==> config.mk <==
export PLATFORM = sky130hd
export DESIGN_NAME = msp_dbg_state_text
export DESIGN_NICKNAME = d
export VERILOG_FILES = /design/src/rtl/msp_dbg_pkg.sv /design/src/rtl/msp_dbg_state_text.sv
export VERILOG_INCLUDE_DIRS = /design/src /design/src/include
export SDC_FILE = /design/constraint.sdc
export NUM_CORES = 1
export LEC_CHECK = 0
export BUFFER_PORTS_ARGS = -buffer_cell sky130_fd_sc_hd__buf_2
export CAP_MARGIN = 20
export CORE_AREA = 2 2 200 202
export DETAILED_ROUTE_END_ITERATION = 7
export DIE_AREA = 0 0 202 204
export GPL_TIMING_DRIVEN = 0
export PLACE_DENSITY = 0.34
export RECOVER_POWER = 50
export SETUP_SLACK_MARGIN = 0.15
export SLEW_MARGIN = 20
export SYNTH_ARGS = -nofsm -noshare
export SYNTH_HDL_FRONTEND = slang
export SYNTH_SLANG_ARGS = --single-unit
==> constraint.sdc <==
create_clock -name vclk -period 2.2
set_input_delay 0.44 -clock vclk [all_inputs]
set_output_delay 0.44 -clock vclk [all_outputs]
set_load 0.01 [all_outputs]
==> src/include/msp_dbg_cfg.svh <==
`ifndef MSP_DBG_CFG_SVH
`define MSP_DBG_CFG_SVH

// ====================
// Text field geometry
// ====================

// Bytes per ASCII output field, 8 bits each
`define MSP_DBG_STR_BYTES 32

// ====================
// Special opcodes
// ====================

// MOV #0, r3 prints as NOP
`define MSP_DBG_NOP_OP 16'h4303

// Software breakpoint opcode
`define MSP_DBG_SWBRK_OP 16'h0001

`endif

==> src/rtl/msp_dbg_pkg.sv <==
`include "msp_dbg_cfg.svh"

package msp_dbg_pkg;

  // ====================
  // Frontend state codes
  // ====================

  // Instruction fetch FSM
  typedef enum logic [2:0] {
    I_IRQ_FETCH = 3'd0,
    I_IRQ_DONE  = 3'd1,
    I_DEC       = 3'd2,
    I_EXT1      = 3'd3,
    I_EXT2      = 3'd4,
    I_IDLE      = 3'd5
  } i_state_e;

  // Execution FSM, IRQ steps count down from IRQ_2
  typedef enum logic [3:0] {
    E_IRQ_2  = 4'd0,
    E_IRQ_1  = 4'd1,
    E_IRQ_0  = 4'd2,
    E_IRQ_3  = 4'd3,
    E_IRQ_4  = 4'd4,
    E_SRC_AD = 4'd5,
    E_SRC_RD = 4'd6,
    E_SRC_WR = 4'd7,
    E_DST_AD = 4'd8,
    E_DST_RD = 4'd9,
    E_DST_WR = 4'd10,
    E_EXEC   = 4'd11,
    E_JUMP   = 4'd12,
    E_IDLE   = 4'd13
  } e_state_e;

  // Instruction class
  typedef enum logic [1:0] {
    T_IRQ,
    T_SIG_OP,
    T_JUMP,
    T_TWO_OP
  } inst_type_e;

  // ====================
  // Trace records
  // ====================

  // Live frontend status of one core
  typedef struct packed {
    i_state_e    i_state;
    e_state_e    e_state;
    logic        decode;     // One-cycle strobe
    logic [15:0] ir;
    logic        irq_detect;
    logic [3:0]  irq_num;
    logic [15:0] pc;
  } core_trace_t;

  // Instruction latched at decode
  typedef struct packed {
    logic [15:0] opcode;
    logic        irq;
    logic [3:0]  irq_num;
    logic [15:0] pc;
  } inst_rec_t;

  // Right-aligned ASCII, NUL filled above the text
  typedef logic [`MSP_DBG_STR_BYTES-1:0][7:0] dbg_text_t;

endpackage

==> src/rtl/msp_dbg_state_text.sv <==
module msp_dbg_state_text
  import msp_dbg_pkg::*;
(
  input  i_state_e  i_i_state,
  input  e_state_e  i_e_state,
  output dbg_text_t o_i_state_txt,
  output dbg_text_t o_e_state_txt
);

  // ====================
  // Fetch state names
  // ====================

  always_comb
  begin
    case (i_i_state)
      I_IRQ_FETCH : o_i_state_txt = "IRQ_FETCH";
      I_IRQ_DONE  : o_i_state_txt = "IRQ_DONE";
      I_DEC       : o_i_state_txt = "DEC";
      I_EXT1      : o_i_state_txt = "EXT1";
      I_EXT2      : o_i_state_txt = "EXT2";
      I_IDLE      : o_i_state_txt = "IDLE";
      default     : o_i_state_txt = "XXXXX";   // Codes 6 and 7
    endcase
  end

  // ====================
  // Execution state names
  // ====================

  always_comb
  begin
    case (i_e_state)
      E_IRQ_0  : o_e_state_txt = "IRQ_0";
      E_IRQ_1  : o_e_state_txt = "IRQ_1";
      E_IRQ_2  : o_e_state_txt = "IRQ_2";
      E_IRQ_3  : o_e_state_txt = "IRQ_3";
      E_IRQ_4  : o_e_state_txt = "IRQ_4";
      E_SRC_AD : o_e_state_txt = "SRC_AD";
      E_SRC_RD : o_e_state_txt = "SRC_RD";
      E_SRC_WR : o_e_state_txt = "SRC_WR";
      E_DST_AD : o_e_state_txt = "DST_AD";
      E_DST_RD : o_e_state_txt = "DST_RD";
      E_DST_WR : o_e_state_txt = "DST_WR";
      E_EXEC   : o_e_state_txt = "EXEC";
      E_JUMP   : o_e_state_txt = "JUMP";
      E_IDLE   : o_e_state_txt = "IDLE";
      default  : o_e_state_txt = "xxxx";   // Codes 14 and 15
    endcase
  end

endmodule

==> impl_metrics.csv <==
group,metric,value,unit
cells_and_area,mostFrequentLayoutCells,"buf_4 (464), conb_1 (431), buf_2 (64)",
synth,seq_area_frac_synth,0,%
worst_hold_path,min_path_cells,3,
routing,via_per_inst,2.117,
timing,period_share,93.79,%
timing,worstMarginPinSlew,0.5254,ns
cells_and_area,area_delta_synth_final,66.09,%
placed_design,dp_worst_setup_slack,-0.1415,ns
placed_design,portBuffers,87,
synth,syn-cell-area,0.004118,mm2
timing,period_needed,2.063,ns
cells_and_area,final_common_cell,"buf_4",
timing,max_slew_margin,64.93,%
pwr,combPwrFrac,100.0,%
cells_and_area,final_area,0.006839,mm2
pwr,p_int,0.6373,mW
synth,avgSynthCellArea,7.199,um2
timing,setup_tns,0,ns
floorplanning,core,0.03918,mm2
routing,drc,0,
cells_and_area,nNetsFinal,1107,
synth,syn-instance-count,572,
grt,grt_pass1_vias,2613,
critical_path,cp_max_fo,10,
timing,setup_violations,0,
timing,rsz0062_at_grt,"true",
grt,antenna_found_initial,0,
pwr,p_leak,4.560,nW
cells_and_area,ff_latch_area,0,um2
critical_path,end_kind,"primary output",
timing,hold_slack,1.260,ns
routing,first_pass_iters,4,
cells_and_area,multiInputGateArea,0.002187,mm2
pwr,seqPwrFrac,0,%
cells_and_area,num-clock-buffers,0,
pwr,powerDensity,190.2,mW/mm2
placed_design,place.gp.congestion,0.7227,
grt,grt_max_degree,11,
routing,detail-route-antenna-nets,0,
routing,vias,3417,
worst_hold_path,min_from,"i_i_state[2]",
outcome,status,"finished, final reports clean",
floorplanning,initial_utilization,10.51,%
run,cap_violations,0,
cells_and_area,fillCellCount,4563,
worst_hold_path,hold_path_end,"o_i_state_txt[8]",
cells_and_area,antenna_cells,0,
critical_path,worstPathRequired,1.76,ns
clocking,hold_buffers,0,
timing,fmax,484.7,MHz
critical_path,cp.arrival,1.62,ns
grt,overflow,0,
cells_and_area,flops_and_latches,0,
routing,drt_iter0_drc,62,
worst_hold_path,hp-class,"in2out",
cells_and_area,layout-drive-gt1-share,50.32,%
timing,hold_viol,0,
grt,grt_use_total,4.206,%
routing,avgRoutedWirePerCell,6.696,um
floorplanning,die_h,204,um
placed_design,hpwl,10.53,mm
synth,ys_warn_count,0,
grt,grt_pass1_wl,14.15,mm
critical_path,setup.worst_path.class,"in2out",
cells_and_area,post-route-util,17.45,%
synth,ys_types,26,
floorplanning,die_area,0.04121,mm2
routing,wirelength,10.81,mm
timing,final_max_slew_viol_count,0,
pwr,clockPowerShare,0,%
floorplanning,die_width,202,um
floorplanning,boundaryPins,519,
pwr,switching_share,51.00,%
floorplanning,num_rows,73,
critical_path,start_kind,"input port",
timing,worst_slack,0.1367,ns
placed_design,dpl_cell_area,0.006820,mm2
pwr,p_sw,0.6634,mW
pwr,ir_worst_vdd,0.04497,mV
area by class of cell:
| class | instances | share of cell area [%] |
|---|---|---|
| plain buffers | 470 | 51.52 |
| multi-input cells | 516 | 31.98 |
| well taps | 525 | 9.605 |
| repair buffers | 88 | 6.074 |
| inverters | 15 | 0.8233 |
critical path: stages:
cell      delay [ns]
buf_2           0.14
clkbuf_1        0.23
nor2_2          0.49
buf_4           0.19
buf_2           0.12
metrics by stage:
stage / instances / power, mW
after floorplan: 1001 / 1.088
after global placement: 1613 / 1.250
after detailed placement: 1613 / 1.243
after CTS: 1614 / 1.254
after global routing: 1614 / 1.415
final: 1614 / 1.301
cell usage after synthesis (3+ instances only):
master / count / share of area, %
mux2i_1: 3 / 0.73
nand2b_1: 4 / 0.61
inv_2: 3 / 0.27
nand2_1: 11 / 1.0
buf_2: 4 / 0.49
ha_1: 9 / 2.7
o21ai_0: 9 / 1.1
nor2_1: 15 / 1.4
buf_4: 464 / 85
o21ai_1: 6 / 0.73
nor2b_1: 3 / 0.46
inv_1: 12 / 1.1
a21oi_1: 10 / 1.2
per-layer routing:
layer	global-route usage (%)	vias to the layer above	wire [um]
met2	9.769	248	6359
met4	0.1576	0	41
met5	0	-	0
met1	3.707	1283	3162
li1	-	1884	-
met3	0.8291	2	1245
power by group through the flow:
stage                     clock network [mW]  logic, mW  registers, mW
final                                      0       1.30              0
after global routing                       0       1.41              0
after CTS                                  0       1.25              0
after detailed placement                   0       1.24              0
after global placement                     0       1.25              0
after floorplan                            0       1.09              0
what timing repair did:
action / CTS / global route
endpoints found under the setup margin: 39 / 7
resized for setup: 12 / 4
buffers inserted: 1 / 0
pin swaps: 1 / 0
endpoints found under the hold margin: 0 / 0
worst max path at each step:
| stage | cells after the start | slack (ns) | from | endpoint |
|---|---|---|---|---|
| after detailed placement | 8 | -0.14 | i_e_state[0] | o_e_state_txt[36] |
| after CTS | 7 | 0.16 | i_e_state[0] | o_e_state_txt[0] |
| after floorplan | 6 | 0.35 | i_e_state[0] | o_e_state_txt[33] |
| final | 5 | 0.14 | i_i_state[2] | o_i_state_txt[52] |
| after global routing | 5 | 0.05 | i_i_state[2] | o_i_state_txt[54] |
| after global placement | 8 | -0.20 | i_e_state[1] | o_e_state_txt[36] |
logic make-up (layout without fill, tap and decap cells):
family	Yosys count	in the layout	share of synthesized area, %
AO/OA/AOI/OAI	34	34	4.801
XOR/XNOR	1	1	0.2127
adder cells (fa/ha/maj)	9	9	2.735
buffers and inverters	485	573	86.99
multiplexers	3	3	0.7293
other	2	431	0.1824
AND/OR/NAND/NOR	38	38	4.345
Power figures use the tool's default switching activity.
