<file path="config.mk">
export PLATFORM = sky130hd
export DESIGN_NAME = msp_dbg_disasm
export DESIGN_NICKNAME = d
export VERILOG_FILES = /design/src/rtl/msp_dbg_pkg.sv /design/src/rtl/msp_dbg_disasm.sv
export VERILOG_INCLUDE_DIRS = /design/src /design/src/include
export SDC_FILE = /design/constraint.sdc
export NUM_CORES = 1
export LEC_CHECK = 0
export ABC_AREA = 1
export BUFFER_PORTS_ARGS = -buffer_cell sky130_fd_sc_hd__buf_2
export CORE_AREA = 2 2 215 217
export DETAILED_ROUTE_END_ITERATION = 8
export DIE_AREA = 0 0 217 219
export MAX_ROUTING_LAYER = met4
export PLACE_DENSITY = 0.62
export SLEW_MARGIN = 20
export SYNTH_ARGS = -nofsm -noshare
export SYNTH_HDL_FRONTEND = slang
export SYNTH_SLANG_ARGS = --single-unit
</file>
<file path="constraint.sdc">
create_clock -name vclk -period 5.4
set_clock_uncertainty 0.1 [all_clocks]
set_input_delay 0.81 -clock vclk [all_inputs]
set_output_delay 0.81 -clock vclk [all_outputs]
set_load 0.005 [all_outputs]
</file>
<file path="src/include/msp_dbg_cfg.svh">
`ifndef MSP_DBG_CFG_SVH
`define MSP_DBG_CFG_SVH

// ====================
// Text field geometry
// ====================

// Bytes per ASCII output field, 8 bits each
`define MSP_DBG_STR_BYTES 32

// ====================
// Special opcodes
// ====================

// MOV #0, r3 prints as NOP
`define MSP_DBG_NOP_OP 16'h4303

// Software breakpoint opcode
`define MSP_DBG_SWBRK_OP 16'h0001

`endif

</file>
<file path="src/rtl/msp_dbg_pkg.sv">
`include "msp_dbg_cfg.svh"

package msp_dbg_pkg;

  // ====================
  // Frontend state codes
  // ====================

  // Instruction fetch FSM
  typedef enum logic [2:0] {
    I_IRQ_FETCH = 3'd0,
    I_IRQ_DONE  = 3'd1,
    I_DEC       = 3'd2,
    I_EXT1      = 3'd3,
    I_EXT2      = 3'd4,
    I_IDLE      = 3'd5
  } i_state_e;

  // Execution FSM, IRQ steps count down from IRQ_2
  typedef enum logic [3:0] {
    E_IRQ_2  = 4'd0,
    E_IRQ_1  = 4'd1,
    E_IRQ_0  = 4'd2,
    E_IRQ_3  = 4'd3,
    E_IRQ_4  = 4'd4,
    E_SRC_AD = 4'd5,
    E_SRC_RD = 4'd6,
    E_SRC_WR = 4'd7,
    E_DST_AD = 4'd8,
    E_DST_RD = 4'd9,
    E_DST_WR = 4'd10,
    E_EXEC   = 4'd11,
    E_JUMP   = 4'd12,
    E_IDLE   = 4'd13
  } e_state_e;

  // Instruction class
  typedef enum logic [1:0] {
    T_IRQ,
    T_SIG_OP,
    T_JUMP,
    T_TWO_OP
  } inst_type_e;

  // ====================
  // Trace records
  // ====================

  // Live frontend status of one core
  typedef struct packed {
    i_state_e    i_state;
    e_state_e    e_state;
    logic        decode;     // One-cycle strobe
    logic [15:0] ir;
    logic        irq_detect;
    logic [3:0]  irq_num;
    logic [15:0] pc;
  } core_trace_t;

  // Instruction latched at decode
  typedef struct packed {
    logic [15:0] opcode;
    logic        irq;
    logic [3:0]  irq_num;
    logic [15:0] pc;
  } inst_rec_t;

  // Right-aligned ASCII, NUL filled above the text
  typedef logic [`MSP_DBG_STR_BYTES-1:0][7:0] dbg_text_t;

endpackage

</file>
<file path="src/rtl/msp_dbg_disasm.sv">
`include "msp_dbg_cfg.svh"

module msp_dbg_disasm
  import msp_dbg_pkg::*;
(
  input  inst_rec_t i_rec,
  output dbg_text_t o_inst_short,
  output dbg_text_t o_inst_full
);

  // ====================
  // Text helpers
  // ====================

  // Append tail after head, optionally with one blank between them
  function automatic dbg_text_t txt_cat(
    input dbg_text_t head,
    input dbg_text_t tail,
    input logic      add_space
  );
    dbg_text_t res;
    int        len;
    int        gap;
    len = 0;
    for (int i = 0; i < `MSP_DBG_STR_BYTES; i++)
    begin
      if (tail[i] != 8'h00)
      begin
        len = i + 1;
      end
    end
    gap = add_space ? len + 1 : len;
    if (len == 0)
    begin
      res = head;                          // Empty tail adds nothing
    end
    else
    begin
      res = (head << (8 * gap)) | tail;
      if (add_space && (len < `MSP_DBG_STR_BYTES))
      begin
        res[len] = 8'h20;
      end
    end
    return res;
  endfunction

  // Decimal 0..15 as one or two digits
  function automatic dbg_text_t dec_txt(input logic [3:0] val);
    dbg_text_t res;
    res = '0;
    if (val < 4'd10)
    begin
      res[0] = 8'h30 + {4'h0, val};
    end
    else
    begin
      res[1] = 8'h31;
      res[0] = 8'h30 + {4'h0, val - 4'd10};
    end
    return res;
  endfunction

  // ====================
  // Classification
  // ====================

  inst_type_e  inst_type;
  logic [3:0]  src_reg;
  logic [3:0]  dst_reg;
  logic [1:0]  as_mode;
  dbg_text_t   src_reg_txt;
  dbg_text_t   dst_reg_txt;
  dbg_text_t   name_txt;
  dbg_text_t   bw_txt;
  dbg_text_t   src_txt;
  dbg_text_t   dst_txt;
  dbg_text_t   full_txt;

  always_comb
  begin
    if (i_rec.irq)
      inst_type = T_IRQ;
    else if (i_rec.opcode[15:13] == 3'b000)
      inst_type = T_SIG_OP;
    else if (i_rec.opcode[15:13] == 3'b001)
      inst_type = T_JUMP;
    else
      inst_type = T_TWO_OP;
  end

  assign src_reg     = (inst_type == T_SIG_OP) ? i_rec.opcode[3:0] : i_rec.opcode[11:8];
  assign dst_reg     = i_rec.opcode[3:0];
  assign as_mode     = i_rec.opcode[5:4];
  assign src_reg_txt = txt_cat("r", dec_txt(src_reg), 1'b0);
  assign dst_reg_txt = txt_cat("r", dec_txt(dst_reg), 1'b0);

  // ====================
  // Mnemonic
  // ====================

  always_comb
  begin
    name_txt = "xxxx";
    case (inst_type)
      T_IRQ :
      begin
        if (i_rec.irq_num == 4'hF)
          name_txt = "RESET";
        else if (i_rec.irq_num == 4'hE)
          name_txt = "NMI";
        else
          name_txt = txt_cat("IRQ", dec_txt(i_rec.irq_num), 1'b1);
      end
      T_SIG_OP :
      begin
        if (i_rec.opcode[15:10] == 6'b000100)
        begin
          case (i_rec.opcode[9:7])
            3'd0    : name_txt = "RRC";
            3'd1    : name_txt = "SWPB";
            3'd2    : name_txt = "RRA";
            3'd3    : name_txt = "SXT";
            3'd4    : name_txt = "PUSH";
            3'd5    : name_txt = "CALL";
            3'd6    : name_txt = "RETI";
            default : name_txt = "xxxx";
          endcase
        end
      end
      T_JUMP :
      begin
        case (i_rec.opcode[12:10])
          3'd0    : name_txt = "JNE";
          3'd1    : name_txt = "JEQ";
          3'd2    : name_txt = "JNC";
          3'd3    : name_txt = "JC";
          3'd4    : name_txt = "JN";
          3'd5    : name_txt = "JGE";
          3'd6    : name_txt = "JL";
          default : name_txt = "JMP";
        endcase
      end
      default :
      begin
        case (i_rec.opcode[15:12])
          4'h4    : name_txt = "MOV";
          4'h5    : name_txt = "ADD";
          4'h6    : name_txt = "ADDC";
          4'h7    : name_txt = "SUBC";
          4'h8    : name_txt = "SUB";
          4'h9    : name_txt = "CMP";
          4'hA    : name_txt = "DADD";
          4'hB    : name_txt = "BIT";
          4'hC    : name_txt = "BIC";
          4'hD    : name_txt = "BIS";
          4'hE    : name_txt = "XOR";
          4'hF    : name_txt = "AND";
          default : name_txt = "xxxx";
        endcase
      end
    endcase
  end

  // Byte suffix only on single- and two-operand formats
  assign bw_txt = ((inst_type == T_SIG_OP || inst_type == T_TWO_OP) && i_rec.opcode[6]) ?
                  dbg_text_t'(".B") : '0;

  // ====================
  // Operands
  // ====================

  always_comb
  begin
    src_txt = '0;
    if (inst_type == T_SIG_OP || inst_type == T_TWO_OP)
    begin
      if (src_reg == 4'd3)                 // Constant generator r3
      begin
        case (as_mode)
          2'd0    : src_txt = "#0";
          2'd1    : src_txt = "#1";
          2'd2    : src_txt = "#2";
          default : src_txt = "#-1";
        endcase
      end
      else if (src_reg == 4'd2)            // SR, absolute or constants
      begin
        case (as_mode)
          2'd0    : src_txt = src_reg_txt;
          2'd1    : src_txt = "&EDE";
          2'd2    : src_txt = "#4";
          default : src_txt = "#8";
        endcase
      end
      else if (src_reg == 4'd0)            // PC relative modes
      begin
        case (as_mode)
          2'd0    : src_txt = src_reg_txt;
          2'd1    : src_txt = "EDE";
          2'd2    : src_txt = txt_cat("@", src_reg_txt, 1'b0);
          default : src_txt = "#N";
        endcase
      end
      else
      begin
        case (as_mode)
          2'd0    : src_txt = src_reg_txt;
          2'd1    : src_txt = txt_cat(txt_cat("x(", src_reg_txt, 1'b0), ")", 1'b0);
          2'd2    : src_txt = txt_cat("@", src_reg_txt, 1'b0);
          default : src_txt = txt_cat(txt_cat("@", src_reg_txt, 1'b0), "+", 1'b0);
        endcase
      end
    end
  end

  always_comb
  begin
    dst_txt = '0;
    if (inst_type == T_TWO_OP)
    begin
      if (!i_rec.opcode[7])
        dst_txt = dst_reg_txt;
      else if (dst_reg == 4'd2)
        dst_txt = "&EDE";
      else if (dst_reg == 4'd0)
        dst_txt = "EDE";
      else
        dst_txt = txt_cat(txt_cat("x(", dst_reg_txt, 1'b0), ")", 1'b0);
    end
  end

  // ====================
  // Output text
  // ====================

  always_comb
  begin
    full_txt = txt_cat(name_txt, bw_txt, 1'b0);
    full_txt = txt_cat(full_txt, src_txt, 1'b1);
    if (inst_type == T_TWO_OP)
      full_txt = txt_cat(full_txt, ",", 1'b0);
    full_txt = txt_cat(full_txt, dst_txt, 1'b1);
    if (i_rec.opcode == `MSP_DBG_NOP_OP)
      full_txt = "NOP";
    if (i_rec.opcode == `MSP_DBG_SWBRK_OP)
      full_txt = "SBREAK";
  end

  assign o_inst_full  = full_txt;
  assign o_inst_short = name_txt;

endmodule

</file>
==> impl_metrics.yaml <==
outcome:
  status: "finished with violations"
  violations: "setup timing"
layout:
  seqCellArea_um2: 0
  clockBufferCount: 0
  diodes: 0
  num-fill-cells: 4906
  multi_input_area_um2: 13200
  synthToLayoutAreaGrowth_pct: 48.6
  layout.nets: 3450
  final_area_um2: 20600
  drive_above_1_share_pct: 38.4
  seq_cell_count: 0
worst_hold_path:
  holdCritStartpoint: "i_rec[19]"
  min_path_cells: 5
  hold_class: "in2out"
  whs_endpoint: "o_inst_short[32]"
logic_synthesis:
  yosysTopAreaCell: "nand2_1"
  synth_warnings: 0
  yosysUniqueCellTypes: 56
  synth.avg_cell_area_um2: 4.95
  synth_top_area_share_pct: 22.0
  netlist_area_um2: 13900
  ys_seq_area_share_pct: 0
  synthCells: 2803
  synth.area.top_cells: "nand2_1 22%, nand3_1 19%, buf_4 19%, a21oi_1 5.4%, nor2_1 5.3%"
die:
  die_h_um: 219
  ios: 549
  fp-row-count: 78
  dieWidth_um: 217
  initial_core_util_pct: 30.8
  dieArea_um2: 47500
  core_um2: 45100
setup_path:
  critPathKind: "in2out"
  critPathLaunchType: "input port"
  crit_path_max_incr_delay_ns: 0.33
  cp-end-kind: "output port"
  required_ns: 4.49
  critPathArrivalTime_ns: 4.89
  slowest_stage: "nor3_4"
  cp_max_fo: 7
timing:
  setup_ws_ns: -0.400
  period_minus_slack_ns: 5.80
  report.final.slew_viol_count: 0
  period_share_pct: 107
  timing.setup.tns_ns: -21.79
  max_freq_mhz: 172
  setup_viol: 130
  tightest_slew_ns: 1.29
  finalHoldViolCount: 0
  rsz0062_at_grt: "yes"
  fin_hold_ws_ns: 2.01
  relSlewSlack_pct: 14.1
drt:
  wl_per_cell_um: 19.4
  num_vias: 21300
  drt_wl_total_um: 77300
  first_iter_violations: 2994
  ant_nets: 0
  first_pass_iters: 6
  via_per_inst: 5.34
  drc: 0
grt:
  grt_pass1_wl_um: 112000
  overflow: 0
  grt_pass1_vias: 19100
  antenna_found_initial: 0
  grt_use_total_pct: 31.0
  grt_max_degree: 95
pwr:
  ir_drop_mv: 0.122
  p_seq_share_pct: 0
  p_sw_share_pct: 60.6
  p_comb_share_pct: 100.0
  internal-power_uw: 2540
  pwr-share-clk_pct: 0
  power.density_nw_per_um2: 312
  power_uw: 6440
  leakage_uw: 0.0112
  power_switching_uw: 3900
flow_run:
  drv_cap: 0
placement:
  gp_congestion: 1.06
  place.detailed.hpwl_um: 59800
  portBuffers: 202
  place_area_um2: 17400
clocking:
  cts_hold_buf: 0
## cells in the mapped netlist (21+ instances only)
master / n
a21oi_1: 151
buf_1: 40
buf_2: 35
buf_4: 342
clkbuf_1: 76
ha_1: 26
inv_1: 192
inv_2: 22
nand2_1: 815
nand3_1: 521
nand4_1: 35
nor2_1: 195
nor3_1: 27
o211ai_1: 21
o21ai_0: 109
o21ai_1: 70
## power groups by stage
stage	Sequential (uW)	Clock (uW)	Combinational (uW)
after floorplan	0	0	2790
after global placement	0	0	5000
after detailed placement	0	0	5000
after CTS	0	0	5800
after global routing	0	0	6810
final	0	0	6440
## stage by stage
stage                     util (%)  instances  worst slack, ns
after global routing          45.7       3985           -0.523
after floorplan                  -       3133           0.0147
after global placement        38.6       3903           -0.508
after detailed placement      38.6       3903           -0.566
final                         45.7       3985           -0.400
after CTS                     43.4       3963          -0.0919
## final cells by class
cell class	instances	area share [%]
Inverter	220	4.21
Timing Repair inverter	1	0.0425
Tap cell	600	3.64
Timing Repair Buffer	752	28.1
Multi-Input combinational cell	2412	64.0
## cell usage in the layout, fill, tap and decap left out, types with 4 or more instances in the layout
master | Yosys | final
a21oi_1 | 151 | 93
a21oi_2 | 3 | 54
a21oi_4 | 0 | 7
a31oi_1 | 15 | 6
a31oi_2 | 0 | 7
buf_12 | 0 | 26
buf_2 | 35 | 200
buf_4 | 342 | 477
buf_6 | 8 | 36
buf_8 | 0 | 7
conb_1 | 1 | 331
ha_1 | 26 | 20
ha_4 | 0 | 6
inv_1 | 192 | 181
inv_2 | 22 | 26
inv_4 | 1 | 6
nand2_1 | 815 | 668
nand2_2 | 14 | 138
nand2_4 | 2 | 24
nand3_1 | 521 | 372
nand3_2 | 1 | 142
nand3_4 | 2 | 10
nand3b_1 | 4 | 4
nand4_1 | 35 | 35
nor2_1 | 195 | 155
nor2_2 | 5 | 26
nor2_4 | 3 | 22
nor3_1 | 27 | 25
o2111ai_1 | 4 | 4
o211ai_1 | 21 | 21
o21ai_0 | 109 | 100
o21ai_1 | 70 | 43
o21ai_2 | 6 | 33
o21ai_4 | 1 | 10
or2_2 | 8 | 5
or2_4 | 0 | 6
## how the worst max path moves through the flow
stage / slack [ns] / from / end / cells past startpoint
after floorplan: 0.01 / i_rec[36] / o_inst_full[53] / 27
after global placement: -0.51 / i_rec[35] / o_inst_full[57] / 32
after detailed placement: -0.57 / i_rec[35] / o_inst_full[57] / 31
after CTS: -0.09 / i_rec[36] / o_inst_full[28] / 32
after global routing: -0.52 / i_rec[36] / o_inst_full[40] / 35
final: -0.40 / i_rec[36] / o_inst_full[40] / 35
## logic make-up after synthesis
family | count (synthesis) | synth area share (%)
buffers and inverters | 721 | 29.5
AOI/OAI and AO/OA | 404 | 16.1
adders and majority gates | 26 | 2.34
other | 1 | 0.0270
and+or+nand+nor | 1651 | 52.0
## worst max-delay path, delay by kind of cell
kind | cells | cell delay [ns]
AND/OR/NAND/NOR | 21 | 2.34
buffers and inverters | 11 | 1.36
adder cells (fa/ha/maj) | 1 | 0.17
AO/OA/AOI/OAI | 2 | 0.17
## what timing repair did
item | in CTS | in global routing
pin swaps | 136 | 47
gates cloned | 5 | 2
buffers inserted | 56 | 22
endpoints found under the setup margin | 139 | 143
resized for setup | 416 | 213
## per-layer routing
metal / GRT usage (%) / vias up / wire, um
li1: - / 9704 / -
met1: 40.0 / 9680 / 29900
met2: 47.9 / 1613 / 33700
met3: 4.06 / 273 / 8960
met4: 14.6 / 0 / 4780
met5: - / - / 0
Note: power is estimated with default switching activity, not from simulation.
