`src/include/msp_dbg_cfg.svh`:
```
`ifndef MSP_DBG_CFG_SVH
`define MSP_DBG_CFG_SVH

// ====================
// Text field geometry
// ====================

// Bytes per ASCII output field, 8 bits each
`define MSP_DBG_STR_BYTES 32

// ====================
// Special opcodes
// ====================

// MOV #0, r3 prints as NOP
`define MSP_DBG_NOP_OP 16'h4303

// Software breakpoint opcode
`define MSP_DBG_SWBRK_OP 16'h0001

`endif

```
`src/rtl/msp_dbg_pkg.sv`:
```
`include "msp_dbg_cfg.svh"

package msp_dbg_pkg;

  // ====================
  // Frontend state codes
  // ====================

  // Instruction fetch FSM
  typedef enum logic [2:0] {
    I_IRQ_FETCH = 3'd0,
    I_IRQ_DONE  = 3'd1,
    I_DEC       = 3'd2,
    I_EXT1      = 3'd3,
    I_EXT2      = 3'd4,
    I_IDLE      = 3'd5
  } i_state_e;

  // Execution FSM, IRQ steps count down from IRQ_2
  typedef enum logic [3:0] {
    E_IRQ_2  = 4'd0,
    E_IRQ_1  = 4'd1,
    E_IRQ_0  = 4'd2,
    E_IRQ_3  = 4'd3,
    E_IRQ_4  = 4'd4,
    E_SRC_AD = 4'd5,
    E_SRC_RD = 4'd6,
    E_SRC_WR = 4'd7,
    E_DST_AD = 4'd8,
    E_DST_RD = 4'd9,
    E_DST_WR = 4'd10,
    E_EXEC   = 4'd11,
    E_JUMP   = 4'd12,
    E_IDLE   = 4'd13
  } e_state_e;

  // Instruction class
  typedef enum logic [1:0] {
    T_IRQ,
    T_SIG_OP,
    T_JUMP,
    T_TWO_OP
  } inst_type_e;

  // ====================
  // Trace records
  // ====================

  // Live frontend status of one core
  typedef struct packed {
    i_state_e    i_state;
    e_state_e    e_state;
    logic        decode;     // One-cycle strobe
    logic [15:0] ir;
    logic        irq_detect;
    logic [3:0]  irq_num;
    logic [15:0] pc;
  } core_trace_t;

  // Instruction latched at decode
  typedef struct packed {
    logic [15:0] opcode;
    logic        irq;
    logic [3:0]  irq_num;
    logic [15:0] pc;
  } inst_rec_t;

  // Right-aligned ASCII, NUL filled above the text
  typedef logic [`MSP_DBG_STR_BYTES-1:0][7:0] dbg_text_t;

endpackage

```
`src/rtl/msp_dbg_capture.sv`:
```
module msp_dbg_capture
  import msp_dbg_pkg::*;
(
  input  logic        mclk,
  input  logic        puc_rst,
  input  core_trace_t i_core0,
  input  core_trace_t i_core1,
  input  logic        i_core_select,   // 1 selects core 1
  output inst_rec_t   o_rec,
  output logic [31:0] o_inst_number,
  output logic [31:0] o_inst_cycle,
  output i_state_e    o_sel_i_state,
  output e_state_e    o_sel_e_state
);

  // ====================
  // Core selection
  // ====================

  core_trace_t sel;

  assign sel = i_core_select ? i_core1 : i_core0;

  // Live state codes of the selected core
  assign o_sel_i_state = sel.i_state;
  assign o_sel_e_state = sel.e_state;

  // ====================
  // Decode capture
  // ====================

  // Reset record reads as the RESET vector entry
  always_ff @(posedge mclk or posedge puc_rst)
  begin
    if (puc_rst)
    begin
      o_rec.opcode  <= 16'h0000;
      o_rec.irq     <= 1'b1;
      o_rec.irq_num <= 4'hF;
      o_rec.pc      <= 16'h0000;
    end
    else if (sel.decode)
    begin
      o_rec.opcode  <= sel.ir;
      o_rec.irq     <= sel.irq_detect;
      o_rec.irq_num <= sel.irq_num;   // Held for the whole instruction
      o_rec.pc      <= sel.pc;
    end
  end

  // ====================
  // Counters
  // ====================

  // Instructions since reset
  always_ff @(posedge mclk or posedge puc_rst)
  begin
    if (puc_rst)
    begin
      o_inst_number <= 32'd0;
    end
    else if (sel.decode)
    begin
      o_inst_number <= o_inst_number + 32'd1;
    end
  end

  // Cycles within the current instruction
  always_ff @(posedge mclk or posedge puc_rst)
  begin
    if (puc_rst)
    begin
      o_inst_cycle <= 32'd0;
    end
    else if (sel.decode)
    begin
      o_inst_cycle <= 32'd0;
    end
    else
    begin
      o_inst_cycle <= o_inst_cycle + 32'd1;
    end
  end

endmodule

```
`config.mk`:
```
export PLATFORM = sky130hd
export DESIGN_NAME = msp_dbg_capture
export DESIGN_NICKNAME = d
export VERILOG_FILES = /design/src/rtl/msp_dbg_pkg.sv /design/src/rtl/msp_dbg_capture.sv
export VERILOG_INCLUDE_DIRS = /design/src /design/src/include
export SDC_FILE = /design/constraint.sdc
export NUM_CORES = 1
export LEC_CHECK = 0
export ABC_AREA = 0
export BUFFER_PORTS_ARGS = -buffer_cell sky130_fd_sc_hd__buf_2
export CAP_MARGIN = 20
export CORE_MARGIN = 2
export CORE_UTILIZATION = 40
export CTS_CLUSTER_DIAMETER = 120
export DETAILED_ROUTE_END_ITERATION = 16
export PLACE_DENSITY = 0.65
export SYNTH_ARGS = -nofsm -noshare
export SYNTH_HDL_FRONTEND = slang
export SYNTH_SLANG_ARGS = --single-unit
```
`constraint.sdc`:
```
create_clock -name mclk -period 4.57 [get_ports mclk]
set_input_delay 1.371 -clock mclk [delete_from_list [all_inputs] [get_ports mclk]]
set_output_delay 1.371 -clock mclk [all_outputs]
set_load 0.03 [all_outputs]
```
==> reports/summary.txt, run 1 <==
Outcome: finished clean
Crit path buf inv count: 2
Max-cap violations: 0
Detailed Routing Iterations Pass 1: 4
Pin count of the biggest net entering global routing: 50
Die Height: 114.3 µm
Hold buffers post-CTS: 0
PnR worst setup slack: 0.8504 ns
Slew @ Worst Pin: 0.6228 ns
Synthesized cell area: 4863 µm²
DR vias/cell: 5.127
1st-iter DRT viols: 253
Peak VDD IR: 174.6 µV
Cell with the most instances on the worst path: buf_2
Worst setup SP type: input port
Cts repair resizes: 0
Critical path type: in2out
Post-Syn Nets: 566
Clock buffer depth: 2
Synth Instances: 471
FP Rows: 40
Yosys reg bits: 101
Setup violations, final: 0
Later-pin clock latency in the skew report: 0.34 ns
Sequential area share after synthesis: 0.5210
First-pass GRT wire length: 20.37 mm
Initial antenna violation count: 0
WP data required: 3.20 ns
Critical Path AT: 2.35 ns
Crit-path slowest cell: mux2_2
Final instance area: 6289 µm²
Placed instance area: 5972 µm²
Total CTS buffers: 9
Nets: 756
Seq. cell area: 2534 µm²
WL per Instance: 15.44 µm
Die ar.: 13060 µm²
Placed wire-length estimate: 9.283 mm
Post-synth EDFFs: 0
Period utilisation layout: 0.8139
Clock-pin slew on the worst setup and hold paths: 0.06 ns
Clk_skew: 0.006669 ns
Area growth, synth to finish: 29.30%
Critical Path Fanout Max: 18
Final Hold Viols: 0
CP delay by family, top: buffers and inverters
Clock sinks: 101
CTS tree: built
Port Buffers: 200
Min Tclk post-route: 3.720 ns
DRC errors left: 0
RSZ-0062 raised after global routing: false
Crit path cell chain: buf_2 -> mux2_2 -> buf_2
Root Driver: clkbuf_16
Chip Width: 114.3 µm
Postcts setup bufs: 0
Remaining Overflow, GRT: 0
P_leak: 3.078 nW
PD cells: 371.6 nW/µm²
Core ar.: 11960 µm²
Crit end category: primary output
Yosys warnings: 0
HP Class: reg2reg
Total track usage: 0.1973
Post-route ant nets: 0
Max_slew headroom: 0.5835
Vias in the first global route: 4170
Max incr delay on CP: 0.40 ns
Total wire length: 12.55 mm
Starting Density: 0.4066
Post-synthesis cell type count: 36
Async set-reset flop share out of synthesis: 1.000
Fraction of layout cells with a size suffix above 1: 0.3724
Slew Limit Fails: 0
Top_reg_cell synth: dfrtp_1
H-tree depth: 3
IO Pins: 201
Via count: 4168
Commonest cells after routing, fill and taps aside: buf_2 (200), dfrtp_1 (96), nand2_1 (62)
Dpl ws: 0.8307 ns
Max Fclk: 268.8 MHz
Most common cell after layout, fill and taps aside: buf_2
Final TNS setup: 0 ns
GP Congestion: 0.8109
# diodes: 0
Multi-input gate area: 2161 µm²
Fillers: 1098
Synthesized area per cell: 10.33 µm²
area by class of cell:
type / instances / share of cell area
Sequential cell: 101 / 0.4029
Multi-Input combinational cell: 332 / 0.3436
Timing Repair Buffer: 209 / 0.1695
Clock buffer: 11 / 0.04019
Tap cell: 147 / 0.02925
Clock inverter: 5 / 0.009351
Inverter: 8 / 0.005173
sequential cells by signal, summed over array words and instances, names as in the netlist:
register / flops
o_rec: 37
o_inst_cycle: 32
o_inst_number: 32
stage by stage:
step	util	hold WS [ns]	total power [W]	std cells
final	0.5257	0.4715	0.002337	813
after global routing	0.5257	0.4993	0.002456	813
after CTS	0.5253	0.4748	0.002375	812
after detailed placement	0.4993	0.4655	0.001575	796
after global placement	0.4993	0.4594	0.001566	796
after floorplan	-	0.5377	0.001390	471
layer usage:
| layer | track usage | vias to the layer above | wire length, µm |
|---|---|---|---|
| met1 | 0.2450 | 1962 | 5257 |
| met3 | 0.04023 | 23 | 694 |
| met4 | 0.09675 | 0 | 391 |
| met5 | 0 | - | 0 |
| li1 | - | 2038 | - |
| met2 | 0.3286 | 145 | 6208 |
synth_stat cells, types with 2 or more instances:
| cell | count | share of area |
|---|---|---|
| ha_1 | 2 | 0.0051 |
| and3_1 | 2 | 0.0026 |
| buf_6 | 2 | 0.0046 |
| dfrtp_1 | 96 | 0.49 |
| xor2_1 | 6 | 0.011 |
| mux2i_1 | 39 | 0.080 |
| dfstp_2 | 5 | 0.027 |
| nand2_1 | 62 | 0.048 |
| nor4_1 | 7 | 0.0090 |
| clkbuf_1 | 12 | 0.0093 |
| buf_2 | 4 | 0.0041 |
| nand3_1 | 20 | 0.021 |
| o31ai_1 | 9 | 0.014 |
| mux2_2 | 7 | 0.016 |
| a21oi_1 | 18 | 0.019 |
| nor2_1 | 19 | 0.015 |
| inv_1 | 8 | 0.0062 |
| buf_1 | 4 | 0.0031 |
| and4_1 | 5 | 0.0090 |
| or4_1 | 10 | 0.015 |
| nor3_1 | 5 | 0.0051 |
| o21ai_0 | 46 | 0.047 |
| buf_4 | 7 | 0.011 |
| nand4_1 | 20 | 0.026 |
| nand2b_1 | 2 | 0.0026 |
| nand4_2 | 2 | 0.0051 |
| or3_1 | 8 | 0.010 |
| xnor2_1 | 36 | 0.065 |
logic make-up (layout without fill, tap and decap cells):
group	Yosys count	after routing	share of synthesized area
buf+inv	38	233	0.03988
xor+xnor	42	42	0.07564
fa+ha+maj	2	2	0.005145
mux	47	47	0.09956
simple gates	168	168	0.1791
flops	101	101	0.5210
compound gates	73	73	0.07975
worst paths after layout:
| check | from | depth (start not counted) | endpoint | slack [ns] |
|---|---|---|---|---|
| max | i_core_select | 3 | o_sel_e_state[2] | 0.85 |
| min | o_rec[31] | 2 | o_rec[31] | 0.47 |
| max reg2reg | o_inst_cycle[2] | 4 | o_inst_cycle[27] | 2.31 |
| min reg2reg | o_rec[31] | 2 | o_rec[31] | 0.47 |
| max in group asynchronous | puc_rst | 3 | o_rec[18] | 2.59 |
| min in group asynchronous | puc_rst | 2 | o_inst_cycle[31] | 1.10 |
power breakdown:
| group | switching [W] | internal, W |
|---|---|---|
| Clock | 0.000335 | 0.000455 |
| Combinational | 0.000335 | 0.000161 |
| Sequential | 0.0000710 | 0.000980 |
| Total | 0.000741 | 0.00160 |
worst min-delay path, cell delays in order (launching register included):
cell and delay [ns]:
dfrtp_1 0.33, nand2_1 0.05, o21ai_0 0.06
No activity file was read; power rests on OpenSTA's default activity.
==> run 2: changes to the inputs <==
PLACE_DENSITY = 0.68   (was 0.65)
clock period = 3 ns   (was 4.57 ns; I/O delays follow)
==> run 2 against run 1 <==
  * Count of clock-buffer cells in the layout up 1
  * Die area is the same
  * Combinational power increased by 54%
  * Largest power group unchanged
  * Critical endpoint is now o_sel_i_state[1]
  * Critical path type unchanged
  * Routed wire length grew 0.37%
==> reports/summary.txt, run 2 (same netlist as run 1, synthesis figures left out) <==
IO Pins: 201
Period utilisation layout: 0.8913
Slew Limit Fails: 0
Worst setup SP type: input port
Clock-pin slew on the worst setup and hold paths: 0.07 ns
Vias in the first global route: 4128
Fillers: 1059
Layout Utilization: 0.5302
Placed wire-length estimate: 9.135 mm
DRC errors left: 0
Peak VDD IR: 267.5 µV
Critical Path AT: 1.77 ns
Total CTS buffers: 9
Commonest cells after routing, fill and taps aside: buf_2 (200), dfrtp_1 (96), nand2_1 (62)
Final TNS setup: 0 ns
Remaining Overflow, GRT: 0
Total track usage: 0.1965
Detailed Routing Iterations Pass 1: 4
Clk_skew: 0.004506 ns
Setup violations, final: 0
Die Height: 114.3 µm
Most common cell after layout, fill and taps aside: buf_2
Final instance area: 6342 µm²
Root Driver: clkbuf_16
Dpl ws: 0.3168 ns
Pin count of the biggest net entering global routing: 102
Max Fclk: 374.0 MHz
H-tree depth: 3
Critical Path Fanout Max: 13
Starting Density: 0.4066
Initial antenna violation count: 1
First-pass GRT wire length: 20.35 mm
DR vias/cell: 5.191
Final Hold Viols: 0
Cts repair resizes: 0
Slew @ Worst Pin: 0.6050 ns
Clock sinks: 101
P_leak: 3.098 nW
Crit end category: primary output
WP data required: 2.10 ns
Total wire length: 12.60 mm
Die ar.: 13060 µm²
HP Class: reg2reg
Postcts setup bufs: 0
Nets: 755
RSZ-0062 raised after global routing: false
Via count: 4220
PD cells: 585.1 nW/µm²
Outcome: finished clean
Core ar.: 11960 µm²
Largest regs: o_rec x37, o_inst_cycle x32, o_inst_number x32
Min Tclk post-route: 2.674 ns
Area growth, synth to finish: 30.41%
Largest Register: o_rec
WL per Instance: 15.50 µm
PnR worst setup slack: 0.3262 ns
Clock buffer depth: 2
Critical path type: in2out
Fraction of layout cells with a size suffix above 1: 0.3684
Post-route ant nets: 0
Chip Width: 114.3 µm
GP Congestion: 0.8112
CTS tree: built
Max-cap violations: 0
Port Buffers: 200
Later-pin clock latency in the skew report: 0.34 ns
Max_slew headroom: 0.5954
Hold buffers post-CTS: 0
1st-iter DRT viols: 239
Placed instance area: 5998 µm²
Largest register FFs: 37
FP Rows: 40
-- run 2: changes by cell type in the layout (fill, tap and decap cells not counted), sizes merged --
cell / change
inv: -1
diode: +1
clkinvlp: -1
bufinv: +2
clkinv: -1
-- run 2: stage by stage --
stage	hold WS, ns	total power (W)	cells
after global routing	0.5026	0.003886	813
final	0.4679	0.003711	813
after detailed placement	0.4650	0.002407	796
after global placement	0.4570	0.002391	796
after floorplan	0.5377	0.002117	471
after CTS	0.4742	0.003757	812
-- run 2: final timing paths --
check / start / endpoint / slack [ns] / depth (start not counted)
min: o_inst_number[31] / o_inst_number[31] / 0.47 / 1
max in group asynchronous: puc_rst / o_rec[16] / 1.88 / 3
max reg2reg: o_inst_cycle[8] / o_inst_cycle[27] / 0.71 / 4
min reg2reg: o_inst_number[31] / o_inst_number[31] / 0.47 / 1
min in group asynchronous: puc_rst / o_inst_cycle[17] / 0.72 / 3
max: i_core_select / o_sel_i_state[1] / 0.33 / 3
-- run 2: report_power, final --
part	switching (W)	internal, W	leakage, nW	total (W)
combinational	0.000514	0.000249	1.62	0.000763
clock	0.000502	0.000838	0.167	0.00134
sequential	0.000115	0.00149	1.32	0.00161
-- run 2: critical path, stage by stage --
cell,delay [ns]
buf_2,0.31
mux2_2,0.39
buf_2,0.18
-- run 2: layer usage --
metal	global-route usage	vias up	wire length (µm)	part of all wire
met4	0.07967	0	283	0.022
met3	0.04341	18	773	0.061
met2	0.3194	144	6163	0.49
met1	0.2556	2019	5377	0.43
met5	0	-	0	0
li1	-	2039	-	-
-- run 2: final cells by class --
cell class                      instances  area, µm²  share of cell area
Timing Repair Buffer                  208       1086              0.1712
Antenna cell                            1      2.502           0.0003946
Clock buffer                           12      246.5             0.03886
Inverter                                8      33.78            0.005326
Clock inverter                          4      95.09             0.01499
Sequential cell                       101       2534              0.3995
Multi-Input combinational cell        332       2161              0.3407
Tap cell                              147      183.9             0.02900
==> run 3: changes to the inputs <==
BUFFER_PORTS_ARGS = -buffer_cell sky130_fd_sc_hd__clkbuf_2   (was -buffer_cell sky130_fd_sc_hd__buf_2)
==> run 3 against run 2 <==
  * Via count up 0.26%
  * Core utilization down 0.38 points
  * Routed wire length is 0.34% lower
  * Setup slack worse by 0.0040 ns
  * Sequential cell count is the same
  * Die area is the same
  * Sequential power hardly changed
  * Worst hold slack better by 0.0048 ns
  * Clock skew rose by 0.0013 ns
  * Non-clock buffer count grew 2
  * Sequential share of layout area up 0.29 points
  * Clock power fell by 16%
  * Largest cell class unchanged
==> reports/summary.txt, run 3 (same netlist as run 1, synthesis figures left out) <==
Outcome: finished clean
Max_slew headroom: 0.5537
Seq. cell area: 2534 µm²
Min Tclk post-route: 2.678 ns
Clock sinks: 101
Postcts setup bufs: 0
Max-cap violations: 0
Cts repair resizes: 0
Area growth, synth to finish: 29.48%
Largest Register: o_rec
Total CTS buffers: 9
Reg2reg setup slack: 0.73 ns
Later-pin clock latency in the skew report: 0.34 ns
Final Hold Viols: 0
Hold Path Depth: 1
Worst hold start: o_inst_number[31]
Pin count of the biggest net entering global routing: 53
HP Class: reg2reg
GP Congestion: 0.8078
DRC errors left: 0
Critical Path AT: 1.78 ns
Worst reg2reg path depth: 4
Clock-pin slew on the worst setup and hold paths: 0.07 ns
Nets: 757
Slew @ Worst Pin: 0.6674 ns
Worst reg2reg startpoint: o_inst_cycle[2]
Fillers: 1099
1st-iter DRT viols: 191
Multi-input gate area: 2161 µm²
Initial antenna violation count: 1
Total wire length: 12.56 mm
Total power: 0.003508 W
H-tree depth: 3
Max Fclk: 373.5 MHz
Clk_skew: 0.005792 ns
Commonest cells after routing, fill and taps aside: clkbuf_2 (200), dfrtp_1 (96), nand2_1 (62)
DR vias/cell: 5.198
P_leak: 3.050 nW
CTS tree: built
IO Pins: 201
Setup violations, final: 0
Root Driver: clkbuf_16
Via count: 4231
RSZ-0062 raised after global routing: false
Clock buffer depth: 2
Post-route ant nets: 0
Largest register FFs: 37
Die Height: 114.3 µm
WP data required: 2.10 ns
Crit end category: primary output
Placed wire-length estimate: 9.442 mm
Remaining Overflow, GRT: 0
FP Rows: 40
Worst r2r dst: o_inst_cycle[27]
Detailed Routing Iterations Pass 1: 6
WL per Instance: 15.42 µm
Slew Limit Fails: 0
Worst Hold End: o_inst_number[31]
Starting Density: 0.4066
Critical path type: in2out
Most common cell after layout, fill and taps aside: clkbuf_2
Vias in the first global route: 4097
Core ar.: 11960 µm²
Worst setup SP type: input port
Die ar.: 13060 µm²
Total track usage: 0.1991
Critical Path Fanout Max: 12
Peak VDD IR: 266.5 µV
Period utilisation layout: 0.8926
Port Buffers: 200
Fraction of layout cells with a size suffix above 1: 0.3709
First-pass GRT wire length: 20.52 mm
Chip Width: 114.3 µm
Final TNS setup: 0 ns
PD cells: 557.0 nW/µm²
Hold buffers post-CTS: 0
Largest regs: o_rec x37, o_inst_cycle x32, o_inst_number x32
==> run 3: cell type report <==
| class | count | area share |
|---|---|---|
| Sequential cell | 101 | 0.4023 |
| Multi-Input combinational cell | 332 | 0.3431 |
| Timing Repair Buffer | 210 | 0.1748 |
| Clock buffer | 10 | 0.03636 |
| Tap cell | 147 | 0.02921 |
| Clock inverter | 5 | 0.008345 |
| Inverter | 8 | 0.005365 |
| Antenna cell | 1 | 0.0003974 |
==> run 3: routing by layer <==
layer	GRT usage	up-vias	wire length, µm
li1	-	2042	-
met1	0.2490	2030	5206
met2	0.3274	138	6297
met3	0.04288	21	734
met4	0.09837	0	317
met5	0	-	0
==> run 3: stage by stage <==
step                hold WS, ns  setup slack (ns)  area (µm²)    util  std cells
detailed placement       0.4690            0.3097        6013  0.5027        798
CTS                      0.4784            0.3078        6295  0.5263        813
global placement         0.4614            0.3383        6013  0.5027        798
floorplan                0.5377           0.03896        4867       -        471
finish                   0.4727            0.3223        6297  0.5265        814
global route             0.5091            0.2817        6297  0.5265        814
==> run 3: critical path: stages <==
cell and delay [ns]:
clkbuf_2 0.30, mux2_2 0.39, clkbuf_2 0.18
==> run 3: power breakdown <==
group	switching, W	total [W]	internal (W)
Combinational	0.000519	0.000766	0.000246
Sequential	0.000119	0.00161	0.00149
Clock	0.000491	0.00113	0.000638
Total	0.00113	0.00351	0.00238
==> run 3: worst max path at each step <==
stage                  startpoint  cells past startpoint  slack (ns)                to
floorplan           i_core_select                      4        0.04  o_sel_e_state[3]
global placement    i_core_select                      3        0.34  o_sel_e_state[2]
detailed placement  i_core_select                      3        0.31  o_sel_e_state[0]
CTS                 i_core_select                      3        0.31  o_sel_e_state[0]
global route        i_core_select                      3        0.28  o_sel_i_state[2]
finish              i_core_select                      3        0.32  o_sel_e_state[0]
